==> config.mk <==
export PLATFORM = sky130hd
export DESIGN_NAME = result_stage
export DESIGN_NICKNAME = d
export VERILOG_FILES = /design/src/logic/rv_pipe_pkg.sv /design/src/logic/result_stage.sv
export VERILOG_INCLUDE_DIRS = /design/src /design/src/include
export SDC_FILE = /design/constraint.sdc
export NUM_CORES = 1
export LEC_CHECK = 0
export BUFFER_PORTS_ARGS = -buffer_cell sky130_fd_sc_hd__buf_2
export CAP_MARGIN = 20
export CORE_AREA = 2 2 186 188
export DETAILED_ROUTE_END_ITERATION = 7
export DIE_AREA = 0 0 188 190
export RECOVER_POWER = 25
export SLEW_MARGIN = 20
export SYNTH_ARGS = -nofsm -noshare
export SYNTH_HDL_FRONTEND = slang
export SYNTH_SLANG_ARGS = --single-unit
==> constraint.sdc <==
create_clock -name clk -period 2.95 [get_ports clk]
set_input_delay 0.295 -clock clk [delete_from_list [all_inputs] [get_ports clk]]
set_output_delay 0.295 -clock clk [all_outputs]
set_load 0.02 [all_outputs]
==> src/include/rv_pipe_cfg.svh <==
`ifndef RV_PIPE_CFG_SVH
`define RV_PIPE_CFG_SVH

`define RV_XLEN 64

// alu operation codes
`define ALU_ADD  4'd0
`define ALU_SUB  4'd1
`define ALU_AND  4'd2
`define ALU_OR   4'd3
`define ALU_XOR  4'd4
`define ALU_SLL  4'd5
`define ALU_SRL  4'd6
`define ALU_SRA  4'd7
`define ALU_SLT  4'd8
`define ALU_SLTU 4'd9

`define OPA_REG  2'd0
`define OPA_PC   2'd1
`define OPA_ZERO 2'd2
`define OPB_REG  2'd0
`define OPB_IMM  2'd1

`define OPC_OP     7'b0110011
`define OPC_OP_IMM 7'b0010011
`define OPC_LUI    7'b0110111
`define OPC_AUIPC  7'b0010111
`define OPC_BRANCH 7'b1100011

`endif

==> src/logic/rv_pipe_pkg.sv <==
`default_nettype none

`include "rv_pipe_cfg.svh"

package rv_pipe_pkg;

    // data value or pc
    typedef logic [`RV_XLEN-1:0] xlen_t;

    typedef logic [31:0] inst_t;     // raw instruction word

    typedef logic [4:0] reg_idx_t;   // x0..x31

    // control fields carried from decode to execute
    typedef logic [3:0] alu_op_t;
    typedef logic [1:0] opa_sel_t;
    typedef logic [1:0] opb_sel_t;

    typedef logic [2:0] br_cond_t;   // branch funct3

endpackage

`default_nettype wire

==> src/logic/result_stage.sv <==
`default_nettype none

module result_stage (
    input  logic                  clk,
    input  logic                  rst,
    input  logic                  es_to_rs_valid,
    input  rv_pipe_pkg::xlen_t    es_pc,
    input  rv_pipe_pkg::reg_idx_t es_rd,
    input  logic                  es_reg_wen,
    input  rv_pipe_pkg::xlen_t    es_result,
    input  logic                  es_br_taken,
    input  rv_pipe_pkg::xlen_t    es_br_target,
    output logic                  rs_allowin,
    output logic                  retire_valid,
    output rv_pipe_pkg::xlen_t    retire_pc,
    output rv_pipe_pkg::reg_idx_t retire_rd,
    output logic                  retire_wen,
    output rv_pipe_pkg::xlen_t    retire_value,
    output logic                  retire_br_taken,
    output rv_pipe_pkg::xlen_t    retire_br_target,
    input  logic                  retire_ready,
    output logic                  rf_we,
    output rv_pipe_pkg::reg_idx_t rf_waddr,
    output rv_pipe_pkg::xlen_t    rf_wdata
);
    logic rs_valid;
    logic rs_reg_wen;

    assign rs_allowin   = !rs_valid || retire_ready;
    assign retire_valid = rs_valid;
    assign retire_wen   = rs_valid && rs_reg_wen; // also the interlock's pending flag

    always_ff @(posedge clk) begin
        if (rst) begin
            rs_valid <= 1'b0;
        end else if (rs_allowin) begin
            rs_valid <= es_to_rs_valid;
        end
        if (es_to_rs_valid && rs_allowin) begin
            retire_pc        <= es_pc;
            retire_rd        <= es_rd;
            rs_reg_wen       <= es_reg_wen;
            retire_value     <= es_result;
            retire_br_taken  <= es_br_taken;
            retire_br_target <= es_br_target;
        end
    end

    // write back on the retire handshake
    assign rf_we    = retire_wen && retire_ready;
    assign rf_waddr = retire_rd;
    assign rf_wdata = retire_value;

endmodule

`default_nettype wire

# Word-level counts from Yosys, hierarchy flattened
# Cells that the tools add are included.
[classes] n_reduce_logical=5
[op_table] operator="1-bit logical AND" n=3
[op_table] operator="1-bit zero test" n=1
[op_table] operator="1-bit logical OR" n=1
[word_totals] register_bits=200 input_bits=203 word_cells=12

# Longest topological paths before layout
[depth] ltp_word=3 depth_mapped=2 mapped_depth_nobuf=2

# Worst setup path after synthesis
# OpenSTA, ideal clock, no wires.
[synth_path] path_kind="register to register" startpoint="reg rs_valid, in the netlist retire_valid" endpoint="reg retire_br_taken (enable)" setup_time_ns=0.422 arrival_time_ns=1.990 t_required_ns=2.528 path_slack_ns=0.538 path_stages_with_launch=3 path_buffers=0 path_cell_list="dfxtp_1 -> nand2b_4 -> and2_4"
[synth_via] elab_chain_len=3
[synth_rtl] item="start, declared" line_no="result_stage.sv:26" rtl="logic rs_valid;"
[synth_rtl] item="start signal, assigned" line_no="result_stage.sv:37" rtl="rs_valid <= es_to_rs_valid;"
[synth_rtl] item="1-bit zero test" line_no="result_stage.sv:29" rtl="assign rs_allowin = !rs_valid || retire_ready;"
[synth_rtl] item="1-bit logical OR" line_no="result_stage.sv:29"
[synth_rtl] item="named net rs_allowin" line_no="result_stage.sv:13" rtl="output logic rs_allowin,"
[synth_rtl] item="1-bit logical AND" line_no="result_stage.sv:39" rtl="if (es_to_rs_valid && rs_allowin) begin"
[synth_rtl] item="end signal, assigned" line_no="result_stage.sv:44" rtl="retire_br_taken <= es_br_taken;"
[synth_rtl] item="end, declared" line_no="result_stage.sv:19" rtl="output logic retire_br_taken,"
# The timed path passes the listed nets, and every way through them passes these cells.
# A chain may end at the register's enable or synchronous reset.

# Worst setup path after layout
[layout_path] startpoint="reg rs_valid, in the netlist retire_valid" endpoint="reg retire_pc[17] (enable)"
[layout_via] elab_chain_len=3
[layout_rtl] item="1-bit zero test" line_no="result_stage.sv:29"
[layout_rtl] item="1-bit logical OR" line_no="result_stage.sv:29"
[layout_rtl] item="1-bit logical AND" line_no="result_stage.sv:39"
[layout_rtl] item="end signal, assigned" line_no="result_stage.sv:40" rtl="retire_pc <= es_pc;"
[layout_rtl] item="end, declared" line_no="result_stage.sv:15" rtl="output rv_pipe_pkg::xlen_t retire_pc,"
# Every way passes these cells.

==> results.yml <==
timing:
  fin_crit_sh_pct: 58.4
  tightest_slew_ns: 0.474
  setup_violations: 0
  relSlewSlack_pct: 68.4
  setup_tns_ns: 0
  hold_viol: 0
  skew_ns: 0.0108
  layout_setup_ws_ns: 1.23
  rsz0062_at_grt: "no"
  fin_crit_ns: 1.72
  drv_slew: 0
  timing.hold.ws_ns: 0.0390
  fmax_mhz: 580
floorplanning:
  core_sq_mm: 0.0339
  start_util_pct: 19.3
  die_w_um: 188
  dieArea_sq_mm: 0.0357
  die_height_um: 190
  row_count: 68
  ios: 474
placed_design:
  dp_slack_ns: 1.15
  portBuffers: 473
  hpwl_um: 14300
  globalplace.congestion: 0.734
synthesis:
  yosysWarnings: 0
  ys_seq_elements: 200
  post_synth.cell_area_avg_sq_um: 23.9
  ys_types: 9
  synthCells: 275
  syn_area_sq_mm: 0.00656
  ys_seq_area_share_pct: 91.3
  syn_nets: 478
routing:
  drt-total-wl_um: 20200
  routedWlPerCell_um: 15.0
  ant_nets: 0
  drtPass1Iterations: 4
  vias: 4749
  via_per_inst: 3.53
  drtIter0Drc: 104
  drc: 0
power:
  p_switching_mw: 1.69
  power_mw: 6.61
  clkPwrFrac_pct: 35.1
  intPower_mw: 4.92
  p_leak_nw: 4.82
  combPwrFrac_pct: 13.7
  peakVddDrop_v: 0.000360
  p_seq_share_pct: 51.3
  swShare_pct: 25.6
  p_per_area_mw_per_mm2: 583
clock_network:
  clockBufferDepth: 2
  cts_tree: "built"
  clock_latency_ns: 0.44
  clk_pin_slew_worst_paths_ns: 0.08
  htreeDepth: 4
  cts.sinks: 200
  post-cts-setup-buffers: 0
  cts_buffers: 17
  cts_root_buf: "clkbuf_16"
grt:
  grt.busiest_layer: "met2"
  grt_usage_pct: 11.0
  grt_overflow: 0
  grt_use_met2_pct: 19.2
  grt_first_pass_wirelength_um: 28600
  use_met1_pct: 11.4
  grt_max_degree: 69
  grt_pass1_vias: 5088
  grt_use_met3_pct: 4.89
  grt_antenna_before_repair: 2
worst_setup_path:
  path_max_fanout: 36
  worstPathRequired_ns: 3.08
  path_class: "flip-flop to flip-flop"
  arrival_ns: 1.85
  start_kind: "flip-flop"
  endpoint_kind: "flip-flop"
finish:
  final_common_cell: "buf_2"
  syn2layout_area_growth_pct: 72.6
  drive_gt1_share_pct: 56.8
  nets: 1078
  layout_common_cells: "455 x buf_2, 199 x edfxtp_1, 166 x dlygate4sd3_1, 17 x clkbuf_16, 17 x clkbuf_1"
  nFillCells: 3257
outcome:
  status: "completed"
run:
  drv_cap: 0
hold_path:
  hold_path_class: "input pin to flip-flop"
-- power groups by stage --
stage               registers, mW  logic [mW]  clock network [mW]
finish                       3.39       0.904                2.32
global route                 3.40       0.957                2.52
CTS                          3.39       0.906                2.41
detailed placement           3.45       0.734                   0
global placement             3.45       0.732                   0
floorplan                    3.66       0.200                   0
-- cell type report --
type	instances	area, sq um	area share (%)
Sequential cell	200	6000	52.9
Timing Repair Buffer	650	4130	36.4
Tap cell	455	569	5.02
Clock buffer	17	425	3.75
Clock inverter	15	165	1.46
Multi-Input combinational cell	5	41.3	0.364
Inverter	1	3.75	0.0331
Antenna cell	1	2.50	0.0221
-- registers in the layout, summed over array words and instances (netlist names) --
name,cells
retire_br_target,64
retire_valid,1
retire_br_taken,1
retire_value,64
retire_pc,64
retire_rd,5
rs_reg_wen,1
-- metal layers --
| layer | up-vias | part of all wire, % |
|---|---|---|
| met2 | 315 | 52 |
| met4 | 2 | 1.4 |
| met5 | - | 0.064 |
| li1 | 2179 | - |
| met1 | 2235 | 37 |
| met3 | 18 | 9.6 |
-- critical path: stages (launching register included) --
cell and delay (ns):
dfxtp_1 0.34, nand2b_2 0.11, and2_4 0.46, buf_12 0.24, buf_12 0.23
-- logic make-up after synthesis --
kind of cell,count (synthesis),share of synthesized area (%)
compound gates,1,0.133
buf+inv,70,7.95
simple gates,4,0.572
flops,200,91.3
-- final timing paths --
kind	start	to	slack, ns	cells after the start
min	es_result[49]	retire_value[49]$_DFFE_PP_	0.04	1
max	retire_valid$_SDFFE_PP0P_	retire_pc[17]$_DFFE_PP_	1.23	4
max reg2reg	retire_valid$_SDFFE_PP0P_	retire_pc[17]$_DFFE_PP_	1.23	4
min reg2reg	retire_valid$_SDFFE_PP0P_	retire_valid$_SDFFE_PP0P_	0.55	2
-- cell usage after synthesis --
library cell	n	share of area, %
a21oi_2	1	0.13
edfxtp_1	199	91
inv_1	1	0.057
nand2b_4	1	0.21
and2_2	1	0.11
and3_2	1	0.11
buf_4	69	7.9
and2_4	1	0.13
dfxtp_1	1	0.31
-- through the flow --
step / std cells / instance area [sq um] / util (%)
floorplan: 275 / 6560 / -
global placement: 1145 / 9100 / 26.8
detailed placement: 1145 / 9100 / 26.8
CTS: 1342 / 11300 / 33.4
global route: 1343 / 11300 / 33.4
finish: 1344 / 11300 / 33.4
-- repair_timing --
item                                   4_1_cts  5_1_grt
gates resized for setup                      0        0
endpoints found under the hold margin      165        1
setup endpoints to repair                    0        0
hold buffers                               165        1
No activity file was read; power rests on OpenSTA's default activity.
