File: config.mk
export PLATFORM = sky130hd
export DESIGN_NAME = register_file
export DESIGN_NICKNAME = d
export VERILOG_FILES = /design/src/logic/rv_pipe_pkg.sv /design/src/logic/register_file.sv
export VERILOG_INCLUDE_DIRS = /design/src /design/src/include
export SDC_FILE = /design/constraint.sdc
export NUM_CORES = 2
export LEC_CHECK = 0
export BUFFER_PORTS_ARGS = -buffer_cell sky130_fd_sc_hd__buf_2
export CAP_MARGIN = 0
export CORE_ASPECT_RATIO = 1.1
export CORE_UTILIZATION = 45
export DETAILED_ROUTE_END_ITERATION = 12
export PLACE_DENSITY_LB_ADDON = 0.1
export SYNTH_ARGS = -nofsm -noshare
export SYNTH_HDL_FRONTEND = slang
export SYNTH_SLANG_ARGS = --single-unit
File: constraint.sdc
create_clock -name clk -period 5.1 [get_ports clk]
set_clock_uncertainty 0.2 [all_clocks]
set_input_delay 0.255 -clock clk [delete_from_list [all_inputs] [get_ports clk]]
set_output_delay 0.255 -clock clk [all_outputs]
set_load 0.005 [all_outputs]
File: src/include/rv_pipe_cfg.svh
`ifndef RV_PIPE_CFG_SVH
`define RV_PIPE_CFG_SVH

`define RV_XLEN 64

// alu operation codes
`define ALU_ADD  4'd0
`define ALU_SUB  4'd1
`define ALU_AND  4'd2
`define ALU_OR   4'd3
`define ALU_XOR  4'd4
`define ALU_SLL  4'd5
`define ALU_SRL  4'd6
`define ALU_SRA  4'd7
`define ALU_SLT  4'd8
`define ALU_SLTU 4'd9

`define OPA_REG  2'd0
`define OPA_PC   2'd1
`define OPA_ZERO 2'd2
`define OPB_REG  2'd0
`define OPB_IMM  2'd1

`define OPC_OP     7'b0110011
`define OPC_OP_IMM 7'b0010011
`define OPC_LUI    7'b0110111
`define OPC_AUIPC  7'b0010111
`define OPC_BRANCH 7'b1100011

`endif

File: src/logic/rv_pipe_pkg.sv
`default_nettype none

`include "rv_pipe_cfg.svh"

package rv_pipe_pkg;

    // data value or pc
    typedef logic [`RV_XLEN-1:0] xlen_t;

    typedef logic [31:0] inst_t;     // raw instruction word

    typedef logic [4:0] reg_idx_t;   // x0..x31

    // control fields carried from decode to execute
    typedef logic [3:0] alu_op_t;
    typedef logic [1:0] opa_sel_t;
    typedef logic [1:0] opb_sel_t;

    typedef logic [2:0] br_cond_t;   // branch funct3

endpackage

`default_nettype wire

File: src/logic/register_file.sv
`default_nettype none

module register_file (
    input  logic                  clk,
    input  logic                  rst,
    input  rv_pipe_pkg::reg_idx_t raddr1,
    input  rv_pipe_pkg::reg_idx_t raddr2,
    output rv_pipe_pkg::xlen_t    rdata1,
    output rv_pipe_pkg::xlen_t    rdata2,
    input  logic                  we,
    input  rv_pipe_pkg::reg_idx_t waddr,
    input  rv_pipe_pkg::xlen_t    wdata
);
    // entry 0 is cleared on reset and never written
    rv_pipe_pkg::xlen_t regs [32];

    always_ff @(posedge clk) begin
        if (rst) begin
            for (int i = 0; i < 32; i++) begin
                regs[i] <= '0;
            end
        end else if (we) begin
            regs[waddr] <= wdata;
        end
    end

    assign rdata1 = regs[raddr1];
    assign rdata2 = regs[raddr2];

endmodule

`default_nettype wire

; ---- Word level (Yosys, flattened, before mapping)
; Memories as Yosys holds them, arrays and structs flattened.
; Cells that the tools add are included.
[word_totals]
reg_bits = 0
ramBits = 2048
in_bits = 82
word_cells = 10
n_memories = 1
[classes]
mux = 8
n_reduce_logical = 1
[mem_list]
columns = name, words, width, read_ports, rd_ports_with_merged_regs, wr, line_no
row1 = regs, 32, 64, 2, 0, 32, register_file.sv:15  ; rv_pipe_pkg::xlen_t regs [32];
[op_table]
columns = op, count
row1 = $mux 64, 1
row2 = $reduce_or 64->1, 1
row3 = $mux 1, 6
row4 = $mux 5, 1

; ---- Logic depth before layout (Yosys ltp)
[depth]
depth_word = 5
mapped_depth = 8

; ---- Worst setup path after synthesis
; OpenSTA, ideal clock, no wires.
[synth_timing]
path_kind = input -> register
start = input port rst
end = memory regs[12][0] in the netlist's numbering, enable pin
arrival_ns = 2.018
path_slack_ns = 2.488
cell_stages = 6
path_cell_list = nand2b_1 or3_1 clkbuf_1 nor2_1 clkbuf_2 or2_2
[synth_lines]
columns = item, line_no
row1 = "start, declared", register_file.sv:5  ; input logic rst,
row2 = "end, declared", register_file.sv:15

; ---- Worst setup path after layout
[layout_timing]
start = input port raddr1[3]
end = output port rdata1[18]
[layout_via]
elab_chain_cells = 1
[layout_rtl]
columns = item, line_no
row1 = "start, declared", register_file.sv:6  ; input rv_pipe_pkg::reg_idx_t raddr1,
row2 = $mem_v2 32x64, n/a
row3 = "end, declared", register_file.sv:8  ; output rv_pipe_pkg::xlen_t rdata1,
; Every way passes these cells.

==> impl_metrics.prom <==
# TYPE chip_impl_metric gauge
chip_impl_metric{name="maxClockFrequency",unit="MHz"} 230
chip_impl_metric{name="flip_flop_count_of_the_largest_register_after_layout",unit=""} 2048
chip_impl_metric{name="relSlewSlack",unit=""} 0.0447
chip_impl_metric{name="ant_nets",unit=""} 0
chip_impl_metric{name="yosys_register_bits",unit=""} 2048
chip_impl_metric{name="track_usage",unit=""} 0.376
chip_impl_info{name="netlist_top_cells_count",value="sky130_fd_sc_hd__and2_1 (2,055), sky130_fd_sc_hd__edfxtp_1 (2,048), sky130_fd_sc_hd__mux4_2 (867), sky130_fd_sc_hd__clkbuf_1 (456), sky130_fd_sc_hd__o22ai_1 (315)"} 1
chip_impl_metric{name="post-synth-top-area-fraction",unit=""} 0.573
chip_impl_metric{name="pwr-share-comb",unit=""} 0.123
chip_impl_metric{name="dp_slack",unit="ns"} 0.880
chip_impl_metric{name="die_x",unit="microns"} 468
chip_impl_metric{name="critical-path-max-stage-delay",unit="ns"} 0.86
chip_impl_metric{name="post_layout_minimum_cycle_time",unit="ns"} 4.35
chip_impl_info{name="cts_tree",value="built"} 1
chip_impl_metric{name="areal_power_density_over_the_cells",unit="nW/um^2"} 340
chip_impl_metric{name="htree_levels",unit=""} 4
chip_impl_info{name="slowest_stage",value="sky130_fd_sc_hd__nor4_1"} 1
chip_impl_metric{name="via_count_of_the_first_global_routing_pass",unit=""} 70300
chip_impl_metric{name="design.final.nets",unit=""} 7173
chip_impl_metric{name="synth-edff-count",unit=""} 2048
chip_impl_metric{name="detailed_router_s_first_iteration_violation_count",unit=""} 14700
chip_impl_metric{name="cts-buffers-inserted",unit=""} 219
chip_impl_metric{name="timing.critical_path.required",unit="ns"} 4.64
chip_impl_metric{name="num-fill-cells",unit=""} 19600
chip_impl_metric{name="post_cts_resize_count",unit=""} 0
chip_impl_metric{name="maxSlewViolCount",unit=""} 0
chip_impl_info{name="largest-register",value="regs"} 1
chip_impl_metric{name="clock_tree.buffer_depth",unit=""} 3
chip_impl_metric{name="setup_tns",unit="ns"} 0
chip_impl_metric{name="start_util",unit=""} 0.454
chip_impl_metric{name="final_area",unit="sq um"} 120000
chip_impl_metric{name="post_drt_via_cell_ratio",unit=""} 6.98
chip_impl_metric{name="ys_async_sr_fraction",unit=""} 0
chip_impl_metric{name="overflow",unit=""} 0
chip_impl_metric{name="route.final.wire_length",unit="mm"} 455
chip_impl_metric{name="post_synth_num_cell_types",unit=""} 41
chip_impl_info{name="setup.worst_path.start",value="raddr1[3]"} 1
chip_impl_info{name="largest_registers",value="regs (2048)"} 1
chip_impl_metric{name="die_area",unit="sq um"} 240000
chip_impl_metric{name="synthCells",unit=""} 7072
chip_impl_metric{name="hold_viol",unit=""} 0
chip_impl_info{name="path_cells",value="buf_2 > nand2b_1 > buf_4 > or2_4 > buf_12 > o22ai_1 > nor4_1 > buf_4 > buf_2"} 1
chip_impl_metric{name="dpl.cell_count",unit=""} 9924
chip_impl_info{name="outcome",value="complete, no violations"} 1
chip_impl_metric{name="finalSetupViolCount",unit=""} 0
chip_impl_info{name="holdCritPathClass",value="in2reg"} 1
chip_impl_metric{name="power.ir.vdd_worst",unit="mV"} 0.313
chip_impl_metric{name="power.static_leakage",unit="nW"} 41.0
chip_impl_metric{name="sw_share",unit=""} 0.260
chip_impl_metric{name="synth-seq-area-share",unit=""} 0.573
chip_impl_info{name="cell_with_the_most_instances_after_synthesis",value="sky130_fd_sc_hd__and2_1"} 1
chip_impl_metric{name="post-layout-total-power",unit="mW"} 40.7
chip_impl_metric{name="pwr-share-clk",unit=""} 0.387
chip_impl_metric{name="final_weighted_congestion_in_routability_driven_placement",unit=""} 0.901
chip_impl_metric{name="floorplan.io_pins",unit=""} 210
chip_impl_metric{name="internal-power",unit="mW"} 30.1
chip_impl_metric{name="grt_first_pass_wirelength",unit="mm"} 606
chip_impl_metric{name="synth_nets",unit=""} 7154
chip_impl_metric{name="maxCapViolCount",unit=""} 0
chip_impl_metric{name="area_delta_synth_final",unit="%"} 11.6
chip_impl_metric{name="avgRoutedWirePerCell",unit="microns"} 43.7
chip_impl_metric{name="syn-cell-area",unit="sq um"} 107000
chip_impl_metric{name="timing_worst_slew_pin_value",unit="ns"} 1.43
chip_impl_metric{name="sink_count_of_the_clock_tree",unit=""} 2048
chip_impl_metric{name="p_sw",unit="mW"} 10.6
chip_impl_metric{name="row_count",unit=""} 187
chip_impl_metric{name="cts.clk_slew.worst_paths",unit="ns"} 0.06
chip_impl_metric{name="hpwlAfterDp",unit="mm"} 262
chip_impl_info{name="setup_repair_after_global_routing_missed_its_margin",value="no"} 1
chip_impl_metric{name="core_area",unit="sq um"} 237000
chip_impl_info{name="synth.top_cells.by_area",value="sky130_fd_sc_hd__edfxtp_1 (57%), sky130_fd_sc_hd__mux4_2 (18%), sky130_fd_sc_hd__and2_1 (12%), sky130_fd_sc_hd__mux2i_1 (2.7%), sky130_fd_sc_hd__o22ai_1 (1.8%)"} 1
chip_impl_metric{name="postLayoutSetupSlackWorst",unit="ns"} 0.752
chip_impl_info{name="critical_path_type",value="in2out"} 1
chip_impl_metric{name="final-instance-count-excl-fill",unit=""} 10400
chip_impl_metric{name="hold-worst-slack",unit="ns"} 0.113
chip_impl_info{name="crit_path_start_kind",value="primary input"} 1
chip_impl_metric{name="grt_antenna_before_repair",unit=""} 74
chip_impl_metric{name="max_fo_critical_path",unit=""} 21
chip_impl_info{name="clockRootBuffer",value="sky130_fd_sc_hd__clkbuf_16"} 1
chip_impl_metric{name="layout-drive-gt1-share",unit=""} 0.254
chip_impl_metric{name="power.share.sequential",unit=""} 0.490
chip_impl_metric{name="postSynthAreaPerCell",unit="sq um"} 15.2
chip_impl_info{name="yosysTopAreaCell",value="sky130_fd_sc_hd__edfxtp_1"} 1
chip_impl_metric{name="min_delay_path_depth",unit=""} 2
chip_impl_metric{name="yosys_warnings",unit=""} 0
chip_impl_info{name="ys.flop_type",value="sky130_fd_sc_hd__edfxtp_1"} 1
chip_impl_info{name="critical_path.endpoint_type",value="output pin"} 1
chip_impl_metric{name="fin_util",unit=""} 0.506
chip_impl_metric{name="grt_start_max_net_pins",unit=""} 119
chip_impl_metric{name="drt_pass1_iterations",unit=""} 6
chip_impl_metric{name="drc_errors",unit=""} 0
chip_impl_metric{name="dieHeight",unit="microns"} 514
chip_impl_metric{name="postPlaceCellArea",unit="sq um"} 112000
chip_impl_info{name="setup.worst_path.end",value="rdata1[18]"} 1
chip_impl_metric{name="detailroute.via_count",unit=""} 72600
chip_impl_metric{name="finalCritPeriodShare",unit=""} 0.853
chip_impl_metric{name="worst_endpoint_data_arrival_time",unit="ns"} 3.89
chip_impl_metric{name="port_buffers",unit=""} 209
-- repair_timing --
item | CTS | global route
buffers inserted | 0 | 0
endpoints found under the hold margin | 2048 | 0
hold buffers | 64 | 0
-- worst max-delay path, delay by kind of cell --
family | cells | cell delay (ns)
compound gates | 1 | 0.17
simple gates | 3 | 1.75
buf+inv | 5 | 1.66
-- worst min path at each step --
stage	startpoint	to	slack (ns)
global placement	wdata[0]	regs[25][0]$_SDFFCE_PN0P_	0.66
floorplan	wdata[0]	regs[0][0]$_SDFFCE_PN0P_	0.25
finish	rst	regs[15][63]$_SDFFCE_PN0P_	0.11
global route	rst	regs[15][8]$_SDFFCE_PN0P_	0.12
CTS	rst	regs[15][8]$_SDFFCE_PN0P_	0.05
detailed placement	wdata[60]	regs[25][60]$_SDFFCE_PN0P_	0.68
-- final cells by class --
| cell class | instances | area, sq um | area share |
|---|---|---|---|
| Antenna cell | 26 | 65.1 | 0.000543 |
| Clock buffer | 267 | 5770 | 0.0482 |
| Clock inverter | 132 | 1050 | 0.00878 |
| Inverter | 1 | 3.75 | 0.0000313 |
| Multi-Input combinational cell | 4248 | 42600 | 0.356 |
| Sequential cell | 2048 | 61500 | 0.514 |
| Tap cell | 3118 | 3900 | 0.0326 |
| Timing Repair Buffer | 573 | 4810 | 0.0402 |
-- metal layers --
| layer | vias up | global-route usage | wire [microns] |
|---|---|---|---|
| met1 | 38000 | 0.511 | 166000 |
| li1 | 27400 | - | - |
| met5 | - | 0 | 142 |
| met4 | 22 | 0.206 | 28900 |
| met3 | 1221 | 0.0861 | 58800 |
| met2 | 6031 | 0.559 | 201000 |
-- kinds of logic after synthesis --
logic type	share of synthesized area
AO/OA/AOI/OAI	0.0392
buffers and inverters	0.0347
flip-flops	0.573
multiplexers	0.212
AND/OR/NAND/NOR	0.140
-- power groups by stage --
stage / clock (mW) / sequential (mW) / combinational, mW
detailed placement: 0 / 20.2 / 4.87
floorplan: 0 / 20.0 / 2.78
finish: 15.8 / 19.9 / 5.02
global route: 16.4 / 20.0 / 5.10
global placement: 0 / 20.2 / 4.86
CTS: 15.8 / 19.9 / 4.93
-- cell usage in the layout (no fill, tap or decap), drive strengths merged --
| cell type | instances |
|---|---|
| bufinv | 16 |
| edfxtp | 2048 |
| or2 | 37 |
| nand3b | 6 |
| inv | 7 |
| o21ai | 5 |
| nor4 | 92 |
| o311ai | 1 |
| clkinvlp | 5 |
| o221ai | 1 |
| dlygate4sd3 | 64 |
| a2111oi | 12 |
| a21oi | 39 |
| nor2b | 47 |
| diode | 26 |
| a221oi | 5 |
| mux4 | 867 |
| or3b | 1 |
| a211oi | 35 |
| nand4 | 29 |
| clkinv | 105 |
| nand2 | 23 |
| mux2 | 32 |
| a22oi | 209 |
| nand2b | 12 |
| mux2i | 290 |
| nand3 | 51 |
| or3 | 5 |
| and2 | 2055 |
| o31ai | 1 |
| o22ai | 315 |
| buf | 509 |
| clkbuf | 267 |
| and3 | 1 |
| a31oi | 2 |
| nor3 | 6 |
| nor2 | 69 |
Note: power is estimated with default switching activity, not from simulation.
