File: src/include/rv_pipe_cfg.svh
`ifndef RV_PIPE_CFG_SVH
`define RV_PIPE_CFG_SVH

`define RV_XLEN 64

// alu operation codes
`define ALU_ADD  4'd0
`define ALU_SUB  4'd1
`define ALU_AND  4'd2
`define ALU_OR   4'd3
`define ALU_XOR  4'd4
`define ALU_SLL  4'd5
`define ALU_SRL  4'd6
`define ALU_SRA  4'd7
`define ALU_SLT  4'd8
`define ALU_SLTU 4'd9

`define OPA_REG  2'd0
`define OPA_PC   2'd1
`define OPA_ZERO 2'd2
`define OPB_REG  2'd0
`define OPB_IMM  2'd1

`define OPC_OP     7'b0110011
`define OPC_OP_IMM 7'b0010011
`define OPC_LUI    7'b0110111
`define OPC_AUIPC  7'b0010111
`define OPC_BRANCH 7'b1100011

`endif

File: src/logic/rv_pipe_pkg.sv
`default_nettype none

`include "rv_pipe_cfg.svh"

package rv_pipe_pkg;

    // data value or pc
    typedef logic [`RV_XLEN-1:0] xlen_t;

    typedef logic [31:0] inst_t;     // raw instruction word

    typedef logic [4:0] reg_idx_t;   // x0..x31

    // control fields carried from decode to execute
    typedef logic [3:0] alu_op_t;
    typedef logic [1:0] opa_sel_t;
    typedef logic [1:0] opb_sel_t;

    typedef logic [2:0] br_cond_t;   // branch funct3

endpackage

`default_nettype wire

File: src/logic/decode_stage.sv
`default_nettype none

`include "rv_pipe_cfg.svh"

module decode_stage (
    input  logic                   clk,
    input  logic                   rst,
    input  logic                   in_valid,
    input  rv_pipe_pkg::inst_t     in_inst,
    input  rv_pipe_pkg::xlen_t     in_pc,
    output logic                   in_allowin,
    input  logic                   es_allowin,
    input  rv_pipe_pkg::reg_idx_t  es_busy_rd,
    input  logic                   es_busy_wen,
    input  rv_pipe_pkg::reg_idx_t  rs_busy_rd,
    input  logic                   rs_busy_wen,
    output rv_pipe_pkg::reg_idx_t  rf_raddr1,
    output rv_pipe_pkg::reg_idx_t  rf_raddr2,
    input  rv_pipe_pkg::xlen_t     rf_rdata1,
    input  rv_pipe_pkg::xlen_t     rf_rdata2,
    output logic                   ds_to_es_valid,
    output rv_pipe_pkg::xlen_t     ds_pc,
    output rv_pipe_pkg::xlen_t     ds_src1,
    output rv_pipe_pkg::xlen_t     ds_src2,
    output rv_pipe_pkg::xlen_t     ds_imm,
    output rv_pipe_pkg::alu_op_t   ds_alu_op,
    output rv_pipe_pkg::opa_sel_t  ds_opa_sel,
    output rv_pipe_pkg::opb_sel_t  ds_opb_sel,
    output rv_pipe_pkg::reg_idx_t  ds_rd,
    output logic                   ds_reg_wen,
    output logic                   ds_is_branch,
    output rv_pipe_pkg::br_cond_t  ds_br_cond
);
    logic                  ds_valid;
    logic                  ds_ready_go;
    rv_pipe_pkg::inst_t    ds_inst;
    logic [6:0]            opcode;
    logic [2:0]            funct3;
    logic                  is_op, is_op_imm, is_lui, is_auipc;
    logic                  use_rs1, use_rs2;
    logic                  hit1, hit2;

    assign in_allowin     = !ds_valid || (ds_ready_go && es_allowin);
    assign ds_to_es_valid = ds_valid && ds_ready_go;

    always_ff @(posedge clk) begin
        if (rst) begin
            ds_valid <= 1'b0;
        end else if (in_allowin) begin
            ds_valid <= in_valid;
        end
        if (in_valid && in_allowin) begin
            ds_inst <= in_inst;
            ds_pc   <= in_pc;
        end
    end

    assign opcode     = ds_inst[6:0];
    assign funct3     = ds_inst[14:12];
    assign rf_raddr1  = ds_inst[19:15];
    assign rf_raddr2  = ds_inst[24:20];
    assign ds_rd      = ds_inst[11:7];
    assign ds_br_cond = funct3;

    // funct7 0100000 only selects sub and sra
    assign is_op = (opcode == `OPC_OP) && ((ds_inst[31:25] == 7'b0000000) ||
                   ((ds_inst[31:25] == 7'b0100000) && (funct3 == 3'b000 || funct3 == 3'b101)));
    // shift immediates must carry a legal upper field
    assign is_op_imm = (opcode == `OPC_OP_IMM) && ((funct3[1:0] != 2'b01) ||
                       (ds_inst[31:26] == 6'b000000) || ((ds_inst[31:26] == 6'b010000) && funct3[2]));
    assign is_lui       = opcode == `OPC_LUI;
    assign is_auipc     = opcode == `OPC_AUIPC;
    assign ds_is_branch = (opcode == `OPC_BRANCH) && (funct3[2:1] != 2'b01);

    always_comb begin
        case (funct3)
            3'b000:  ds_alu_op = (is_op && ds_inst[30]) ? `ALU_SUB : `ALU_ADD;
            3'b001:  ds_alu_op = `ALU_SLL;
            3'b010:  ds_alu_op = `ALU_SLT;
            3'b011:  ds_alu_op = `ALU_SLTU;
            3'b100:  ds_alu_op = `ALU_XOR;
            3'b101:  ds_alu_op = ds_inst[30] ? `ALU_SRA : `ALU_SRL;
            3'b110:  ds_alu_op = `ALU_OR;
            default: ds_alu_op = `ALU_AND;
        endcase
        if (is_lui || is_auipc) begin
            ds_alu_op = `ALU_ADD; // upper immediates go through the adder
        end
    end

    always_comb begin
        if (is_op_imm) begin
            ds_imm = {{(`RV_XLEN-12){ds_inst[31]}}, ds_inst[31:20]};
        end else if (is_lui || is_auipc) begin
            ds_imm = {{(`RV_XLEN-32){ds_inst[31]}}, ds_inst[31:12], 12'b0};
        end else begin
            ds_imm = {{(`RV_XLEN-12){ds_inst[31]}}, ds_inst[7], ds_inst[30:25],
                      ds_inst[11:8], 1'b0}; // B-type
        end
    end

    assign ds_opa_sel = is_lui ? `OPA_ZERO : (is_auipc ? `OPA_PC : `OPA_REG);
    assign ds_opb_sel = is_op ? `OPB_REG : `OPB_IMM;
    assign ds_reg_wen = (is_op || is_op_imm || is_lui || is_auipc) && (ds_rd != 5'd0);
    assign ds_src1    = rf_rdata1;
    assign ds_src2    = rf_rdata2;

    // interlock: wait until the producer has retired
    assign use_rs1 = is_op || is_op_imm || ds_is_branch;
    assign use_rs2 = is_op || ds_is_branch;
    assign hit1 = use_rs1 && ((es_busy_wen && es_busy_rd == rf_raddr1) ||
                              (rs_busy_wen && rs_busy_rd == rf_raddr1));
    assign hit2 = use_rs2 && ((es_busy_wen && es_busy_rd == rf_raddr2) ||
                              (rs_busy_wen && rs_busy_rd == rf_raddr2));
    assign ds_ready_go = !(hit1 || hit2);

endmodule

`default_nettype wire

File: config.mk
export PLATFORM = sky130hd
export DESIGN_NAME = decode_stage
export DESIGN_NICKNAME = d
export VERILOG_FILES = /design/src/logic/rv_pipe_pkg.sv /design/src/logic/decode_stage.sv
export VERILOG_INCLUDE_DIRS = /design/src /design/src/include
export SDC_FILE = /design/constraint.sdc
export NUM_CORES = 1
export LEC_CHECK = 0
export ABC_AREA = 1
export BUFFER_PORTS_ARGS = -buffer_cell sky130_fd_sc_hd__buf_4
export CORE_AREA = 2 2 204 206
export DETAILED_ROUTE_END_ITERATION = 10
export DIE_AREA = 0 0 206 208
export HOLD_SLACK_MARGIN = 0.03
export SLEW_MARGIN = 30
export SYNTH_ARGS = -nofsm -noshare
export SYNTH_HDL_FRONTEND = slang
export SYNTH_SLANG_ARGS = --single-unit
File: constraint.sdc
create_clock -name clk -period 16.3 [get_ports clk]
set_input_delay 1.63 -clock clk [delete_from_list [all_inputs] [get_ports clk]]
set_output_delay 1.63 -clock clk [all_outputs]
set_load 0.01 [all_outputs]
# == Word level (Yosys, flattened, before mapping) ==
# Index checks and enable logic that the tools add are counted.
# W data, S select, Z words.
# totals
elab_cells,67
ramBits,0
output_inout_bits,286
latchBits,0
ff_bits,97
mem_count,0
mem_bits_ro,0
# op_classes
mux,9
n_bitwise,0
reduce_logical,36
div_mod_pow,0
n_eq_ne,19
n_shift,0
add_sub_neg,0
multipliers,0
n_lt_le_gt_ge,0
# ops
cell,n
$mux W31,2
$pmux W4 S7,1
$eq A7 B6 Y1 const B,3
$eq A5 B5 Y1,4
$logic_and A1 B1 Y1,16
$eq A7 B5 Y1 const B,2
$logic_or A1 B1 Y1,14
$eq A3 B3 Y1 const B,3
$eq A7 B7 Y1 const B,1
$logic_not A7 Y1,1
$eq A3 B2 Y1 const B,2
$eq A6 B5 Y1 const B,1
$logic_not A6 Y1,1
$reduce_bool A5 Y1,1
$mux W1,4
$mux W4,1
$ne A2 B1 Y1 const B,2
$eq A3 B1 Y1 const B,1
$logic_not A3 Y1,1
$logic_not A1 Y1,2
$mux W2,1

# == Logic depth before layout (Yosys ltp) ==
# depth
depth_word,13
ltp_mapped,10
depth_no_buf,10

# == Least setup slack after synthesis ==
# Ideal clock, no wire load.
# synth_path
path_kind,in2reg
start,in rs_busy_rd[1]
end,"reg ds_inst[0], enable pin"
n_path_buf,0
required_ps,15718
t_arrival_ps,6774
setup_slack_ps,8944
path_stages,8
path_cell_list,inv_1 > o21ai_0 > nor2_1 > nand3_1 > nand2_1 > nand2_2 > nand3_2 > a21oi_1
# synth_via
elab_chain_len,9
# synth_lines
item,line_no,source
"start, declared",decode_stage.sv:15,"input rv_pipe_pkg::reg_idx_t rs_busy_rd,"
"$eq A5 B5 Y1, on equally long branches","decode_stage.sv:112, decode_stage.sv:114",
"$logic_and A1 B1 Y1, on equally long branches","decode_stage.sv:112, decode_stage.sv:114",
"$logic_or A1 B1 Y1, on equally long branches","decode_stage.sv:111, decode_stage.sv:113",
"$logic_and A1 B1 Y1, on equally long branches","decode_stage.sv:111, decode_stage.sv:113",
$logic_or A1 B1 Y1 (*),decode_stage.sv:115,assign ds_ready_go = !(hit1 || hit2);
$logic_not A1 Y1 (*),decode_stage.sv:115,
$logic_and A1 B1 Y1 (*),decode_stage.sv:43,assign in_allowin = !ds_valid || (ds_ready_go && es_allowin);
$logic_or A1 B1 Y1 (*),decode_stage.sv:43,
$logic_and A1 B1 Y1 (*),decode_stage.sv:52,if (in_valid && in_allowin) begin
"end signal, assigned",decode_stage.sv:53,ds_inst <= in_inst;
"end, declared",decode_stage.sv:36,rv_pipe_pkg::inst_t ds_inst;
# Mark *: on every way between the ends. The rest lies on a longest branch, timed or not.
# A chain may end at the register's enable or synchronous reset.

# == Worst setup path in the final report ==
# layout_path
start,in rs_busy_rd[1]
end,out ds_to_es_valid
# layout_via
elab_chain_len,7
# layout_lines
item,line_no,source
"$eq A5 B5 Y1, on equally long branches","decode_stage.sv:112, decode_stage.sv:114",
"$logic_and A1 B1 Y1, on equally long branches","decode_stage.sv:112, decode_stage.sv:114",
"$logic_or A1 B1 Y1, on equally long branches","decode_stage.sv:111, decode_stage.sv:113",
"$logic_and A1 B1 Y1, on equally long branches","decode_stage.sv:111, decode_stage.sv:113",
$logic_or A1 B1 Y1 (*),decode_stage.sv:115,
$logic_not A1 Y1 (*),decode_stage.sv:115,
$logic_and A1 B1 Y1 (*),decode_stage.sv:44,assign ds_to_es_valid = ds_valid && ds_ready_go;
"end, declared",decode_stage.sv:21,"output logic ds_to_es_valid,"
# Marked as above.

==> impl_metrics.py <==
metrics = {
    "status": {
        "status": "completed",
    },
    "routing": {
        "via_count": 3459,
        "postRouteAntennaNets": 0,
        "drt_iter0_markers": 168,
        "routedWlPerCell_um": 21.7,
        "vias_per_cell": 3.14,
        "drc": 0,
        "drt_pass1_iterations": 4,
        "drt-total-wl_mm": 23.9,
    },
    "run": {
        "max-cap-violations": 0,
    },
    "place": {
        "gp_congestion": 0.819,
        "dpl_cell_area_um2": 6480,
        "portBuffers": 268,
        "dpl.hpwl_mm": 20.5,
    },
    "sta": {
        "grt_setup_unrepaired": "no",
        "worst_pin_slew_ns": 0.744,
        "fmax_mhz": 230,
        "timing.final.crit_share_pct": 26.7,
        "holdWs_ns": 0.534,
        "fin_skew_ns": 0.0174,
        "period_needed_ns": 4.35,
        "relSlewSlack_pct": 50.4,
        "drv_slew": 0,
        "hold_violations": 0,
        "finalSetupTns_ns": 0,
        "setup_viol": 0,
    },
    "clock_tree": {
        "numCtsBuffers": 9,
        "cts_tree": "yes",
        "htree_levels": 3,
        "post-cts-setup-buffers": 0,
        "clkLatencyLatePin_ns": 0.36,
        "cts_root_buf": "clkbuf_16",
        "clk_pin_slew_ns": 0.08,
        "cts_hold_buf": 0,
        "cts_resized": 0,
        "cts.sinks": 97,
        "cts_max_path_buffers": 2,
    },
    "setup_path": {
        "worstPathArrival_ns": 2.72,
        "path_cells": "buf_4, inv_1, nand2_1, o21ai_0, nor2_1, nand3_1, nand2_1, nand2_2, and3_1, buf_4",
        "crit_slowest_cell": "and3_1",
        "critPathMaxFanout": 3,
        "start_kind": "primary input",
        "critPathMaxStageDelay_ns": 0.19,
        "criticalPathCategory": "in -> out",
        "critical_path_required_ns": 14.67,
        "endpoint_kind": "primary output",
    },
    "cells_and_area": {
        "nets": 804,
        "drive_above_1_share_pct": 54.0,
        "final_common_cell": "buf_4",
        "utilization_pct": 16.7,
        "final_cell_mix": "buf_4, edfxtp_1, nand2_1, o21ai_0, nor2_1",
        "area_growth_pct": 31.5,
        "diodes": 0,
        "final_area_um2": 6770,
        "nFillCells": 4512,
    },
    "global_route": {
        "track_usage_pct": 10.6,
        "grt.overflow.total": 0,
        "grt_pass1_wl_mm": 30.3,
        "grt_antenna_before_repair": 0,
        "grt_pass1_vias": 3580,
        "grt_max_degree": 52,
    },
    "synth": {
        "postSynthAreaPerCell_um2": 11.0,
        "synth_area_um2": 5150,
        "synth_nets": 708,
        "synthDistinctLibCells": 26,
        "synthesis.instances": 468,
        "yosys_warnings": 0,
        "ys_ff_latch": 97,
        "synth-seq-area-share_pct": 56.4,
    },
    "floorplan": {
        "die_area_um2": 42800,
        "rows": 74,
        "initial_core_util_pct": 12.7,
        "core_area_um2": 40600,
        "io_pins": 526,
        "chipHeight_um": 208,
        "die_w_um": 206,
    },
    "worst_hold_path": {
        "worst_hold_path_type": "reg -> reg",
    },
    "pwr": {
        "ir_drop_mv": 0.107,
        "p_leak_nw": 2.88,
        "finalPower_w": 0.000612,
        "p_per_area_nw_per_um2": 90.4,
    },
}
[final cells by class]
cell class                      count  area, µm²  share of cell area (%)
Clock inverter                      6       63.8                   0.942
Clock buffer                       10        229                    3.38
Timing Repair Buffer              271       2030                    30.0
Multi-Input combinational cell    150        744                    11.0
Sequential cell                    97       2900                    42.9
Inverter                           35        131                    1.94
Tap cell                          532        666                    9.83
[per-layer routing]
metal	vias to the layer above	share of wire, %	global-route usage [%]
met5	-	0	0
met4	0	2.4	3.50
met3	42	20	8.94
met2	347	51	19.1
met1	1523	26	8.21
li1	1547	-	-
[path summary, 6_finish.rpt]
kind / cells past startpoint / end / from / slack (ns)
setup / recovery: 10 / ds_to_es_valid / rs_busy_rd[1] / 11.95
hold / removal: 2 / ds_valid / ds_valid / 0.53
setup reg to reg: 10 / ds_pc[1] / ds_inst[14] / 13.62
hold reg to reg: 2 / ds_valid / ds_valid / 0.53
[flip-flops by register name, indices dropped and copies added (netlist names)]
register	count
ds_inst	32
ds_pc	64
ds_valid	1
[cells by family after synthesis]
kind of cell           Yosys count  synth area share [%]
AO/OA/AOI/OAI                   46                  4.69
AND/OR/NAND/NOR                101                  9.14
buffers and inverters          221                  29.4
XOR/XNOR                         2                 0.340
other                            1                0.0728
flip-flops                      97                  56.4
[report_power, final]
part           switching [W]  internal, W
combinational      0.0000462    0.0000482
clock              0.0000975     0.000119
sequential        0.00000847     0.000292
[stage by stage]
stage,cells,setup slack [ns]
2_1_floorplan,468,8.94
3_3_place_gp,1085,11.96
3_5_place_dp,1085,11.94
4_1_cts,1101,11.94
5_1_grt,1101,11.83
6_report,1101,11.95
[Yosys cell counts, drive strengths merged]
library cell	number	area share, %
buf	184	27
a21oi	5	0.56
edfxtp	96	56
clkbuf	2	0.15
nor2	38	3.2
nand2	43	3.5
xor2	2	0.34
a211oi	1	0.15
and3	2	0.24
conb	1	0.073
nand3	14	1.8
a32o	1	0.19
nor3	3	0.29
o21ai	39	3.8
dfxtp	1	0.39
inv	35	2.6
nand4	1	0.12
[worst max-delay path, delay by kind of cell]
| family | cells | cell delay (ns) |
|---|---|---|
| AO/OA/AOI/OAI | 1 | 0.08 |
| AND/OR/NAND/NOR | 6 | 0.72 |
| buffers and inverters | 3 | 0.29 |
No activity file was read; power rests on OpenSTA's default activity.
